**src/sv32_mmu_cfg.svh**
```systemverilog
//------------------------------------------------
// build-time constants of the Sv32 data MMU
// include wherever entry count, ASID width, PTE
// flag positions, privilege or cause codes are used
//------------------------------------------------
`ifndef SV32_MMU_CFG_SVH
`define SV32_MMU_CFG_SVH

// data TLB geometry
`define SV32_TLB_ENTRIES 4
`define SV32_ASID_W 4

// leaf PTE flag bit positions
`define SV32_PTE_W 2
`define SV32_PTE_U 4
`define SV32_PTE_D 7

// privilege levels seen by loads and stores
`define SV32_PRIV_U 2'd0
`define SV32_PRIV_S 2'd1

// exception causes raised by the data path
`define SV32_CAUSE_LD_MISALIGN 4'd4
`define SV32_CAUSE_ST_MISALIGN 4'd6
`define SV32_CAUSE_LD_PAGE_FAULT 4'd13
`define SV32_CAUSE_ST_PAGE_FAULT 4'd15

`endif
```
**src/sv32_mmu_pkg.sv**
```systemverilog
//------------------------------------------------
// vector types of the Sv32 data MMU
// shared by the RTL and the testbench, compile first
//------------------------------------------------
`default_nettype none

`include "sv32_mmu_cfg.svh"

package sv32_mmu_pkg;

    // addresses and page numbers
    typedef logic [31:0] vaddr_t;
    typedef logic [33:0] paddr_t;
    typedef logic [19:0] vpn_t;
    typedef logic [21:0] ppn_t;

    // leaf PTE, ppn in 31:10, flags below
    typedef logic [31:0] pte_t;

    // address space identifier
    typedef logic [`SV32_ASID_W-1:0] asid_t;

    // privilege level and exception cause
    typedef logic [1:0] priv_lvl_t;
    typedef logic [3:0] cause_t;

endpackage

`default_nettype wire

```
**src/sv32_tlb_if.sv**
```systemverilog
//------------------------------------------------
// one combinational lookup into the data TLB
// the translation stage asks, the TLB answers in
// the same cycle
//------------------------------------------------
`default_nettype none

interface sv32_tlb_if;
    import sv32_mmu_pkg::*;

    // request side
    logic   access;
    vaddr_t vaddr;

    // answer side
    logic   hit;
    pte_t   pte;
    logic   is_4m;

    // TLB end of the lookup
    modport tlb_mp (
        input  access, vaddr,
        output hit, pte, is_4m
    );

    // load-store translation end
    modport xlate_mp (
        output access, vaddr,
        input  hit, pte, is_4m
    );

endinterface

`default_nettype wire

```
**src/sv32_dmmu.sv**
```systemverilog
//------------------------------------------------
// data-side Sv32 MMU, top level
// connects the data TLB and the load-store
// translation stage, refills come from outside
//------------------------------------------------
`default_nettype none

module sv32_dmmu (
    input  logic                       clk_i,
    input  logic                       rst_ni,
    input  logic                       en_ld_st_translation_i,
    // load-store unit
    input  logic                       lsu_req_i,
    input  sv32_mmu_pkg::vaddr_t       lsu_vaddr_i,
    input  logic                       lsu_is_store_i,
    input  logic                       misaligned_i,
    output logic                       lsu_dtlb_hit_o,
    output sv32_mmu_pkg::ppn_t         lsu_dtlb_ppn_o,
    output logic                       lsu_valid_o,
    output sv32_mmu_pkg::paddr_t       lsu_paddr_o,
    output logic                       lsu_ex_valid_o,
    output sv32_mmu_pkg::cause_t       lsu_ex_cause_o,
    output sv32_mmu_pkg::vaddr_t       lsu_ex_tval_o,
    // privilege and address space
    input  sv32_mmu_pkg::priv_lvl_t    ld_st_priv_lvl_i,
    input  logic                       sum_i,
    input  sv32_mmu_pkg::asid_t        asid_i,
    // TLB maintenance
    input  logic                       flush_tlb_i,
    input  sv32_mmu_pkg::asid_t        asid_to_be_flushed_i,
    input  sv32_mmu_pkg::vaddr_t       vaddr_to_be_flushed_i,
    input  logic                       update_valid_i,
    input  sv32_mmu_pkg::vpn_t         update_vpn_i,
    input  sv32_mmu_pkg::asid_t        update_asid_i,
    input  logic                       update_is_4m_i,
    input  sv32_mmu_pkg::pte_t         update_pte_i,
    // performance counter
    output logic                       dtlb_miss_o
);

    // raw miss from the TLB, not yet qualified by the enable
    logic tlb_miss;

    sv32_tlb_if i_lu_if ();

    sv32_dtlb i_dtlb (
        .clk_i          ( clk_i                 ),
        .rst_ni         ( rst_ni                ),
        .flush_i        ( flush_tlb_i           ),
        .flush_asid_i   ( asid_to_be_flushed_i  ),
        .flush_vaddr_i  ( vaddr_to_be_flushed_i ),
        .lu_asid_i      ( asid_i                ),
        .update_valid_i ( update_valid_i        ),
        .update_vpn_i   ( update_vpn_i          ),
        .update_asid_i  ( update_asid_i         ),
        .update_is_4m_i ( update_is_4m_i        ),
        .update_pte_i   ( update_pte_i          ),
        .lu             ( i_lu_if.tlb_mp        ),
        .miss_o         ( tlb_miss              )
    );

    sv32_ld_st_xlate i_ld_st_xlate (
        .clk_i                  ( clk_i                  ),
        .rst_ni                 ( rst_ni                 ),
        .en_ld_st_translation_i ( en_ld_st_translation_i ),
        .lsu_req_i              ( lsu_req_i              ),
        .lsu_is_store_i         ( lsu_is_store_i         ),
        .misaligned_i           ( misaligned_i           ),
        .sum_i                  ( sum_i                  ),
        .lsu_vaddr_i            ( lsu_vaddr_i            ),
        .ld_st_priv_lvl_i       ( ld_st_priv_lvl_i       ),
        .tlb_miss_i             ( tlb_miss               ),
        .lu                     ( i_lu_if.xlate_mp       ),
        .lsu_dtlb_hit_o         ( lsu_dtlb_hit_o         ),
        .lsu_dtlb_ppn_o         ( lsu_dtlb_ppn_o         ),
        .lsu_valid_o            ( lsu_valid_o            ),
        .lsu_ex_valid_o         ( lsu_ex_valid_o         ),
        .lsu_paddr_o            ( lsu_paddr_o            ),
        .lsu_ex_cause_o         ( lsu_ex_cause_o         ),
        .lsu_ex_tval_o          ( lsu_ex_tval_o          ),
        .dtlb_miss_o            ( dtlb_miss_o            )
    );

endmodule

`default_nettype wire

```
**src/sv32_ld_st_xlate.sv**
```systemverilog
//------------------------------------------------
// load-store address translation
// cycle 0 gives hit and ppn from the TLB lookup,
// cycle 1 gives paddr, valid and one exception
//------------------------------------------------
`default_nettype none

`include "sv32_mmu_cfg.svh"

module sv32_ld_st_xlate (
    input  logic                       clk_i,
    input  logic                       rst_ni,
    input  logic                       en_ld_st_translation_i,
    input  logic                       lsu_req_i,
    input  logic                       lsu_is_store_i,
    input  logic                       misaligned_i,
    input  logic                       sum_i,
    input  sv32_mmu_pkg::vaddr_t       lsu_vaddr_i,
    input  sv32_mmu_pkg::priv_lvl_t    ld_st_priv_lvl_i,
    input  logic                       tlb_miss_i,
    sv32_tlb_if.xlate_mp               lu,
    output logic                       lsu_dtlb_hit_o,
    output sv32_mmu_pkg::ppn_t         lsu_dtlb_ppn_o,
    output logic                       lsu_valid_o,
    output logic                       lsu_ex_valid_o,
    output sv32_mmu_pkg::paddr_t       lsu_paddr_o,
    output sv32_mmu_pkg::cause_t       lsu_ex_cause_o,
    output sv32_mmu_pkg::vaddr_t       lsu_ex_tval_o,
    output logic                       dtlb_miss_o
);
    import sv32_mmu_pkg::*;

    // stage 1 state
    logic   req_q;
    logic   misaligned_q;
    logic   hit_q;
    logic   is_store_q;
    logic   is_4m_q;
    vaddr_t vaddr_q;
    pte_t   pte_q;

    ppn_t   ppn_q;
    logic   priv_err;

    //------------------------------------------------
    // cycle 0
    //------------------------------------------------
    assign lu.access = lsu_req_i;
    assign lu.vaddr  = lsu_vaddr_i;

    // bare mode always hits
    assign lsu_dtlb_hit_o = en_ld_st_translation_i ? lu.hit : 1'b1;
    assign dtlb_miss_o    = en_ld_st_translation_i && tlb_miss_i;

    always_comb begin : ppn_now
        lsu_dtlb_ppn_o = {2'b00, lsu_vaddr_i[31:12]};
        if (en_ld_st_translation_i) begin
            lsu_dtlb_ppn_o = lu.pte[31:10];
            // megapage, vpn[0] passes through
            if (lu.is_4m) begin
                lsu_dtlb_ppn_o[9:0] = lsu_vaddr_i[21:12];
            end
        end
    end

    //------------------------------------------------
    // cycle 1
    //------------------------------------------------
    assign ppn_q = is_4m_q ? {pte_q[31:20], vaddr_q[21:12]} : pte_q[31:10];

    // S without SUM on a user page, or U on a supervisor page
    assign priv_err = ((ld_st_priv_lvl_i == `SV32_PRIV_S) && !sum_i && pte_q[`SV32_PTE_U])
                   || ((ld_st_priv_lvl_i == `SV32_PRIV_U) && !pte_q[`SV32_PTE_U]);

    always_comb begin : result
        lsu_paddr_o    = {2'b00, vaddr_q};
        lsu_valid_o    = req_q;
        lsu_ex_valid_o = 1'b0;
        lsu_ex_cause_o = '0;
        lsu_ex_tval_o  = '0;
        // misaligned goes first, TLB state ignored
        if (misaligned_q) begin
            lsu_valid_o    = 1'b1;
            lsu_ex_valid_o = 1'b1;
            lsu_ex_cause_o = is_store_q ? `SV32_CAUSE_ST_MISALIGN : `SV32_CAUSE_LD_MISALIGN;
            lsu_ex_tval_o  = vaddr_q;
        end else if (en_ld_st_translation_i) begin
            lsu_valid_o = 1'b0;
            lsu_paddr_o = {ppn_q, vaddr_q[11:0]};
            if (req_q && hit_q) begin
                lsu_valid_o = 1'b1;
                if (is_store_q) begin
                    // store needs W and D set on top of the privilege check
                    if (priv_err || !pte_q[`SV32_PTE_W] || !pte_q[`SV32_PTE_D]) begin
                        lsu_ex_valid_o = 1'b1;
                        lsu_ex_cause_o = `SV32_CAUSE_ST_PAGE_FAULT;
                        lsu_ex_tval_o  = vaddr_q;
                    end
                end else if (priv_err) begin
                    lsu_ex_valid_o = 1'b1;
                    lsu_ex_cause_o = `SV32_CAUSE_LD_PAGE_FAULT;
                    lsu_ex_tval_o  = vaddr_q;
                end
            end
        end
    end

    //------------------------------------------------
    // registers
    //------------------------------------------------
    // misaligned flag only counts with a request
    always_ff @(posedge clk_i or negedge rst_ni) begin : ctrl_regs
        if (!rst_ni) begin
            req_q        <= 1'b0;
            misaligned_q <= 1'b0;
            hit_q        <= 1'b0;
        end else begin
            req_q        <= lsu_req_i;
            misaligned_q <= misaligned_i && lsu_req_i;
            hit_q        <= lu.hit;
        end
    end

    always_ff @(posedge clk_i) begin : data_regs
        vaddr_q    <= lsu_vaddr_i;
        is_store_q <= lsu_is_store_i;
        is_4m_q    <= lu.is_4m;
        pte_q      <= lu.pte;
    end

    // an exception belongs to a request from the cycle before
    a_ex_valid : assert property (@(posedge clk_i) disable iff (!rst_ni)
        lsu_ex_valid_o |-> (lsu_valid_o && $past(lsu_req_i)));

    // a TLB miss never turns into a valid translation
    a_miss_invalid : assert property (@(posedge clk_i) disable iff (!rst_ni)
        (en_ld_st_translation_i && lsu_req_i && !lu.hit && !misaligned_i)
        |=> (!en_ld_st_translation_i || !lsu_valid_o));

endmodule

`default_nettype wire

```
**src/sv32_dtlb.sv**
```systemverilog
//------------------------------------------------
// fully associative data TLB, 4 KiB and 4 MiB pages
// combinational lookup, refill from the update port
// with round-robin replacement, flush by ASID/address
//------------------------------------------------
`default_nettype none

`include "sv32_mmu_cfg.svh"

module sv32_dtlb (
    input  logic                  clk_i,
    input  logic                  rst_ni,
    input  logic                  flush_i,
    input  sv32_mmu_pkg::asid_t   flush_asid_i,
    input  sv32_mmu_pkg::vaddr_t  flush_vaddr_i,
    input  sv32_mmu_pkg::asid_t   lu_asid_i,
    input  logic                  update_valid_i,
    input  sv32_mmu_pkg::vpn_t    update_vpn_i,
    input  sv32_mmu_pkg::asid_t   update_asid_i,
    input  logic                  update_is_4m_i,
    input  sv32_mmu_pkg::pte_t    update_pte_i,
    sv32_tlb_if.tlb_mp            lu,
    output logic                  miss_o
);
    import sv32_mmu_pkg::*;

    localparam int unsigned N     = `SV32_TLB_ENTRIES;
    localparam int unsigned IDX_W = (N > 1) ? $clog2(N) : 1;

    // entry storage
    vpn_t             tag_vpn_q  [N];
    asid_t            tag_asid_q [N];
    logic             tag_4m_q   [N];
    pte_t             pte_q      [N];
    logic [N-1:0]     valid_q;
    logic [IDX_W-1:0] rr_ptr_q;

    logic [N-1:0]     hit_vec;
    logic [N-1:0]     flush_vec;
    logic [IDX_W-1:0] upd_idx;
    logic [IDX_W-1:0] rr_next;
    logic             upd_hit;
    logic             flush_asid_zero;
    logic             flush_addr_zero;

    // vpn[1] always compared, vpn[0] only for 4K entries
    function automatic logic vpn_match(vpn_t tag, vpn_t vpn, logic is_4m);
        return (tag[19:10] == vpn[19:10]) && (is_4m || (tag[9:0] == vpn[9:0]));
    endfunction

    //------------------------------------------------
    // lookup
    //------------------------------------------------
    always_comb begin : lookup
        for (int i = 0; i < N; i++) begin
            hit_vec[i] = valid_q[i] && (tag_asid_q[i] == lu_asid_i)
                         && vpn_match(tag_vpn_q[i], lu.vaddr[31:12], tag_4m_q[i]);
        end
    end

    // walk downwards so the lowest hitting index wins
    always_comb begin : select
        lu.hit   = 1'b0;
        lu.pte   = '0;
        lu.is_4m = 1'b0;
        for (int i = N - 1; i >= 0; i--) begin
            if (hit_vec[i]) begin
                lu.hit   = 1'b1;
                lu.pte   = pte_q[i];
                lu.is_4m = tag_4m_q[i];
            end
        end
    end

    // perf counter strobe, the enable is applied downstream
    assign miss_o = lu.access && !lu.hit;

    //------------------------------------------------
    // refill target and flush selection
    //------------------------------------------------
    // an existing entry with the same tag is rewritten in place
    always_comb begin : refill_idx
        upd_hit = 1'b0;
        upd_idx = rr_ptr_q;
        for (int i = N - 1; i >= 0; i--) begin
            if (valid_q[i] && (tag_vpn_q[i] == update_vpn_i)
                && (tag_asid_q[i] == update_asid_i)) begin
                upd_hit = 1'b1;
                upd_idx = IDX_W'(i);
            end
        end
    end

    assign rr_next = (rr_ptr_q == IDX_W'(N - 1)) ? '0 : rr_ptr_q + 1'b1;

    assign flush_asid_zero = (flush_asid_i == '0);
    assign flush_addr_zero = (flush_vaddr_i == '0);

    // zero fields act as wildcards
    always_comb begin : flush_sel
        for (int i = 0; i < N; i++) begin
            if (flush_asid_zero && flush_addr_zero) begin
                flush_vec[i] = 1'b1;
            end else if (flush_asid_zero) begin
                flush_vec[i] = vpn_match(tag_vpn_q[i], flush_vaddr_i[31:12], tag_4m_q[i]);
            end else if (flush_addr_zero) begin
                flush_vec[i] = (tag_asid_q[i] == flush_asid_i);
            end else begin
                flush_vec[i] = (tag_asid_q[i] == flush_asid_i)
                               && vpn_match(tag_vpn_q[i], flush_vaddr_i[31:12], tag_4m_q[i]);
            end
        end
    end

    //------------------------------------------------
    // registers
    //------------------------------------------------
    // flush wins over a refill in the same cycle
    always_ff @(posedge clk_i or negedge rst_ni) begin : ctrl_regs
        if (!rst_ni) begin
            valid_q  <= '0;
            rr_ptr_q <= '0;
        end else if (flush_i) begin
            valid_q <= valid_q & ~flush_vec;
        end else if (update_valid_i) begin
            valid_q[upd_idx] <= 1'b1;
            if (!upd_hit) begin
                rr_ptr_q <= rr_next;
            end
        end
    end

    always_ff @(posedge clk_i) begin : entry_regs
        if (update_valid_i && !flush_i) begin
            tag_vpn_q[upd_idx]  <= update_vpn_i;
            tag_asid_q[upd_idx] <= update_asid_i;
            tag_4m_q[upd_idx]   <= update_is_4m_i;
            pte_q[upd_idx]      <= update_pte_i;
        end
    end

    // refills never create overlapping entries
    a_one_hit : assert property (@(posedge clk_i) disable iff (!rst_ni)
        lu.access |-> $onehot0(hit_vec));

endmodule

`default_nettype wire

```
**config.mk**
```make
export PLATFORM = sky130hd
export DESIGN_NAME = sv32_dmmu
export DESIGN_NICKNAME = d
export VERILOG_FILES = /design/src/sv32_mmu_pkg.sv /design/src/sv32_tlb_if.sv /design/src/sv32_dmmu.sv /design/src/sv32_ld_st_xlate.sv /design/src/sv32_dtlb.sv
export VERILOG_INCLUDE_DIRS = /design/src
export SDC_FILE = /design/constraint.sdc
export NUM_CORES = 1
export LEC_CHECK = 0
export ABC_CLOCK_PERIOD_IN_PS = 5100
export BUFFER_PORTS_ARGS = -buffer_cell sky130_fd_sc_hd__buf_2
export CAP_MARGIN = 20
export CORE_MARGIN = 2
export CORE_UTILIZATION = 57
export CTS_CLUSTER_SIZE = 20
export DETAILED_ROUTE_END_ITERATION = 8
export GPL_TIMING_DRIVEN = 0
export PLACE_DENSITY_LB_ADDON = 0.15
export SYNTH_ARGS = -nofsm -noshare
export SYNTH_HDL_FRONTEND = slang
export SYNTH_SLANG_ARGS = --single-unit
```
**constraint.sdc**
```tcl
create_clock -name clk_i -period 5.1 [get_ports clk_i]
set_clock_uncertainty 0.2 [all_clocks]
set_input_delay 1.02 -clock clk_i [delete_from_list [all_inputs] [get_ports clk_i]]
set_output_delay 1.02 -clock clk_i [all_outputs]
set_load 0.05 [all_outputs]
```
Word-level counts from Yosys, hierarchy flattened --
Memories as Yosys holds them, arrays and structs flattened. Index checks and enable logic that the tools add are counted.
Word-level totals: register bits after elaboration 75, bits in writable memories 228, input bits 140, memories kept 4
Memory list:
- i_dtlb.pte_q | words 4, bits a word 32, read ports 4, clocked after memory_dff 0, write ports 1, line sv32_dtlb.sv:34 | pte_t pte_q [N];
- i_dtlb.tag_vpn_q | words 4, bits a word 20, read ports 4, clocked after memory_dff 0, write ports 1, line sv32_dtlb.sv:31 | vpn_t tag_vpn_q [N];
- i_dtlb.tag_asid_q | words 4, bits a word 4, read ports 4, clocked after memory_dff 0, write ports 1, line sv32_dtlb.sv:32 | asid_t tag_asid_q [N];
- i_dtlb.tag_4m_q | words 4, bits a word 1, read ports 4, clocked after memory_dff 0, write ports 1, line sv32_dtlb.sv:33 | logic tag_4m_q [N];
Cells by class: add/sub/neg operators 1, $lt $le $gt $ge 2, eq/ne operators 34, mux-type cells 67, bitwise gates (word level) 5, reductions and logical operators 60
Operators by type and width (count):
- 32-bit two-way mux | 10
- 10-bit == test | 16
- 20-bit == test | 4
- 34-bit two-way mux | 2
- 4-bit == test | 12
- 1-bit logical AND | 38
- 1-bit two-way mux | 37
- 32-bit zero test | 1
- 4-bit two-way mux | 8
- 22-bit two-way mux | 1
- 10-bit two-way mux | 2
- 2-bit two-way mux | 6
- 1-bit logical OR | 11
- 1-bit zero test | 6
- 4-bit bitwise AND | 1
- 4-bit zero test | 1
- 4-bit inverter | 1
- 4-bit bitwise OR | 1
- 2-bit by 3-bit < comparator with 1-bit output (second input constant) | 1
- 3-bit AND reduction | 1
- 2-bit by 1-bit adder with 2-bit output (second input constant) | 1
- 1-bit demux with 2-bit select | 1
- 2-bit by 1-bit == test with 1-bit output (second input constant) | 1
- 2-bit == test (second input constant) | 1
- 4 further kinds | 5

Logic depth before layout (Yosys ltp) --
An unclocked memory read counts as a cell.
depth in word-level cells 15, depth in mapped cells 10

Modules after synthesis --
From an unflattened synthesis, not the netlist that was laid out.
Unflattened totals: cell total of the unflattened synthesis 1167, area total of the unflattened synthesis 14518.9 um^2
Modules (own cells, without submodules):
- sv32_dtlb | instances 1, cells each 955, area each 11994.0 um^2, seq. area each 6996.7 um^2
- sv32_ld_st_xlate | instances 1, cells each 212, area each 2524.9 um^2, seq. area each 1256.2 um^2

Worst setup path after synthesis --
OpenSTA, ideal clock, no wires.
path kind input to register, start input update_vpn_i[10], end memory i_dtlb.pte_q[3][10] (netlist bit) (enable), library setup time 0.458 ns, arrival 4.581 ns, data required time 4.442 ns, path slack -0.139 ns, stages 6, cells stage by stage xor2_1 > or4b_1 > nor4b_2 > nand3_1 > a311o_1 > nor2_1
On the way: longest elaborated chain between the ends 7
Ends and longest elaborated chain:
- start, declared | line sv32_dmmu.sv:33 | input sv32_mmu_pkg::vpn_t update_vpn_i,
- 20-bit == test | line sv32_dtlb.sv:86 | if (valid_q[i] && (tag_vpn_q[i] == update_vpn_i)
- 1-bit logical AND | line sv32_dtlb.sv:86
- 1-bit logical AND | line sv32_dtlb.sv:87 | && (tag_asid_q[i] == update_asid_i)) begin
- 2-bit two-way mux (3 in a row) | line sv32_dtlb.sv:86
- 2-bit two-way mux (*) | line sv32_dtlb.sv:86
- end, declared | line sv32_dtlb.sv:34
Every way passes the cells marked *; elsewhere a longest branch is shown, timed or not.

Worst setup path in the final report --
start input lsu_vaddr_i[31], end output lsu_dtlb_ppn_o[12]
On the way: longest elaborated chain between the ends 8
Ends and longest elaborated chain:
- start, declared | line sv32_dmmu.sv:14 | input sv32_mmu_pkg::vaddr_t lsu_vaddr_i,
- 10-bit == test | line sv32_dtlb.sv:48 | return (tag[19:10] == vpn[19:10]) && (is_4m || (tag[9:0] == vpn[9:0]));
- 1-bit logical AND | line sv32_dtlb.sv:48
- 1-bit logical AND | line sv32_dtlb.sv:57 | && vpn_match(tag_vpn_q[i], lu.vaddr[31:12], tag_4m_q[i]);
- 32-bit two-way mux (3 in a row) | line sv32_dtlb.sv:67 | if (hit_vec[i]) begin
- 32-bit two-way mux (*) | line sv32_dtlb.sv:67
- 22-bit two-way mux (*) | line sv32_ld_st_xlate.sv:57 | if (en_ld_st_translation_i) begin
- end, declared | line sv32_dmmu.sv:18 | output sv32_mmu_pkg::ppn_t lsu_dtlb_ppn_o,
Marked as above.

==> results.cfg <==
[status]
outcome = finished, violations left
violations = negative setup slack

[critical_path]
crit_path_end_kind = output port
cp_top_family = compound AO/OA/AOI/OAI gates
crit_chain = buf_2, buf_2, xnor2_1, nand4_2, or4_4, a211oi_4, buf_12, buf_6, nand2_1, a311o_1, a31oi_1, clkbuf_4
slowest_delay_ns = 0.56
critical_path_class = in -> out
path_common_cell = buf_2
worstPathMaxFanout = 10
slowest_stage = or4_4
cp.required_ns = 3.88
worst-path-buf-inv = 5
critPathLaunchType = primary input
arrival_ns = 3.94

[route]
wl_per_cell_um = 23.4
routed_wl_um = 39200
first_pass_iters = 5
first_iter_violations = 915
ant_nets = 0
dr_total_vias = 9762
drc = 0
via_per_inst = 5.84

[pwr]
p_comb_share_pct = 15.8
p_leak_uw = 0.00606
p_sw_share_pct = 28.4
pwr-share-seq_pct = 47.6
p_clk_share_pct = 36.5
vdd_drop_max_mv = 0.264
p_sw_uw = 1600
p_int_uw = 4040
powerDensity_nw_per_um2 = 355

[job]
maxCapViolCount = 0

[sta]
setup_viol = 1
finalCritPeriodShare_pct = 101
relSlewSlack_pct = 39.7
min_period_ns = 5.16
worst_slew_pin_slew_ns = 0.899
setup_ws_ns = -0.0571
fmax_mhz = 194
rsz0062_at_grt = yes
slew_violations = 0
tns_ns = -0.0571
hold_viol_final = 0

[place]
port_buffers = 203
place_congestion = 0.978
post-place-ws_ns = -0.341
hpwl_um = 29000
place_area_um2 = 14900

[cts]
htree_levels = 1
clkLatencyLatePin_ns = 0.54
numCtsBuffers = 29
clk_path_buf_depth = 3
clkSinkCount = 268
root_buffer = clkbuf_16
hold_buffers = 0
cts_tree = built
cts.clk_slew.worst_paths_ns = 0.07

[global_route]
grt_pass1_vias = 9362
grt_usage_pct = 31.6
grt_pass1_wl_um = 57300
grt_max_degree = 52
grt-ovfl-total = 0
antenna_found_initial = 3

[logic_synthesis]
synth_flop_cell = edfxtp_1
avgSynthCellArea_um2 = 12.2
synth_seq_cells = 268
synth.area.top_cells = edfxtp_1, xor2_1, dfxtp_1, xnor2_1, nor4_1
yosysTopAreaCell = edfxtp_1
synth_top_cells_by_count = edfxtp_1, xor2_1, xnor2_1
synthArstFlopShare_pct = 3.36
syn_nets = 1232
yosysMostFrequentCell = edfxtp_1
synth.top_cell.area_share_pct = 45.0
ys_types = 57
synth-edff-count = 200
ys_warn_count = 0
syn_inst = 1091
synthesis.area_um2 = 13300
seq_area_frac_synth_pct = 55.6

[final_layout]
drive_above_1_share_pct = 26.2
area_delta_synth_final_pct = 19.1
fin_nets = 1476
final_cell_area_um2 = 15900

[die]
start_util_pct = 58.6
die_h_um = 157
die_width_um = 157
dieArea_um2 = 24600
ioPinCount = 236
rows = 55
coreArea_um2 = 22800

[min_path]
hold_class = in -> async
## registers in the layout (all words and copies together) (netlist names)
signal                      cells
i_dtlb.pte_q                  100
i_dtlb.rr_ptr_q                 2
i_dtlb.tag_4m_q                 4
i_dtlb.tag_asid_q              16
i_dtlb.tag_vpn_q               80
i_dtlb.valid_q                  4
i_ld_st_xlate.hit_q             1
i_ld_st_xlate.is_4m_q           1
i_ld_st_xlate.is_store_q        1
i_ld_st_xlate.misaligned_q      1
i_ld_st_xlate.pte_q            25
i_ld_st_xlate.req_q             1
i_ld_st_xlate.vaddr_q          32
## metrics by stage
step	hold slack, ns	instances	total power [uW]	utilization (%)
6_report	0.157	1672	5640	69.7
5_1_grt	0.144	1672	5820	69.7
4_1_cts	0.145	1667	5650	69.5
3_5_place_dp	0.250	1612	3610	65.3
3_3_place_gp	0.238	1607	3580	64.8
2_1_floorplan	0.232	1091	3260	-
## cells by family (layout without fill, tap and decap cells)
family	after synthesis	after routing	synth area share [%]
buffers and inverters	101	367	4.49
XOR/XNOR	288	288	19.0
AND/OR/NAND/NOR	293	293	11.6
adder cells (fa/ha/maj)	1	1	0.0938
multiplexers	35	35	2.95
flip-flops	268	268	55.6
AO/OA/AOI/OAI	105	105	6.34
other	0	2	0
## final cells by class
cell class / count / area (um^2)
repair buffers: 214 / 1170
clock buffers: 34 / 764
well taps: 313 / 392
flip-flops and latches: 268 / 7410
diodes: 2 / 5.00
inverters: 11 / 41.3
fillers: 1728 / 6890
clock inverters: 19 / 180
multi-input cells: 722 / 5360
plain buffers: 89 / 557
## cell usage in the layout, fill, tap and decap left out, types with 4 or more instances in the layout
master / instances
mux2_1: 10
a41oi_1: 6
a221oi_1: 12
nor4_1: 50
o31ai_1: 23
buf_4: 22
xor2_1: 179
clkinvlp_4: 5
o21ai_0: 8
xnor2_1: 108
a311o_1: 12
clkbuf_8: 7
mux2_2: 25
o41ai_1: 4
a311oi_1: 11
clkinv_4: 4
dfrtp_1: 9
nor2_1: 55
buf_6: 10
a31oi_1: 13
and2_1: 38
nand4_1: 29
clkinv_2: 4
nand3_1: 19
edfxtp_1: 200
nand2_1: 69
inv_1: 10
nor3_1: 7
clkbuf_1: 36
dfxtp_1: 59
buf_2: 220
clkbuf_16: 29
## timing repair
| item | in CTS | in global routing |
|---|---|---|
| endpoints found under the setup margin | 19 | 19 |
| gates resized for setup | 2 | 3 |
| pin swaps | 0 | 2 |
| buffers inserted | 2 | 4 |
## layer usage
layer  share of wire (%)  track usage, %  vias up
li1                    -               -     4424
met1                  43            45.8     4731
met2                  46            50.0      538
met3                 8.4            4.87       67
met4                 2.6            8.48        2
met5               0.033               0        -
## path summary, 6_finish.rpt
path	from	endpoint	slack, ns	depth (start not counted)
setup / recovery	lsu_vaddr_i[31]	lsu_dtlb_ppn_o[12]	-0.06	12
hold / removal	rst_ni	i_dtlb.rr_ptr_q[0]	0.16	1
setup reg to reg	i_dtlb.tag_vpn_q[3][2]	i_dtlb.pte_q[1][17]	1.03	8
hold reg to reg	i_dtlb.pte_q[0][23]	i_ld_st_xlate.pte_q[23]	0.26	2
max in group asynchronous	rst_ni	i_dtlb.valid_q[0]	4.30	1
min in group clk_i	i_dtlb.pte_q[0][23]	i_ld_st_xlate.pte_q[23]	0.26	2
## power groups by stage
stage | logic [uW] | registers, uW | clock network (uW)
4_1_cts | 885 | 2680 | 2090
5_1_grt | 947 | 2700 | 2170
3_3_place_gp | 843 | 2740 | 0
6_report | 892 | 2690 | 2060
2_1_floorplan | 572 | 2690 | 0
3_5_place_dp | 878 | 2730 | 0
Note: power is estimated with default switching activity, not from simulation.
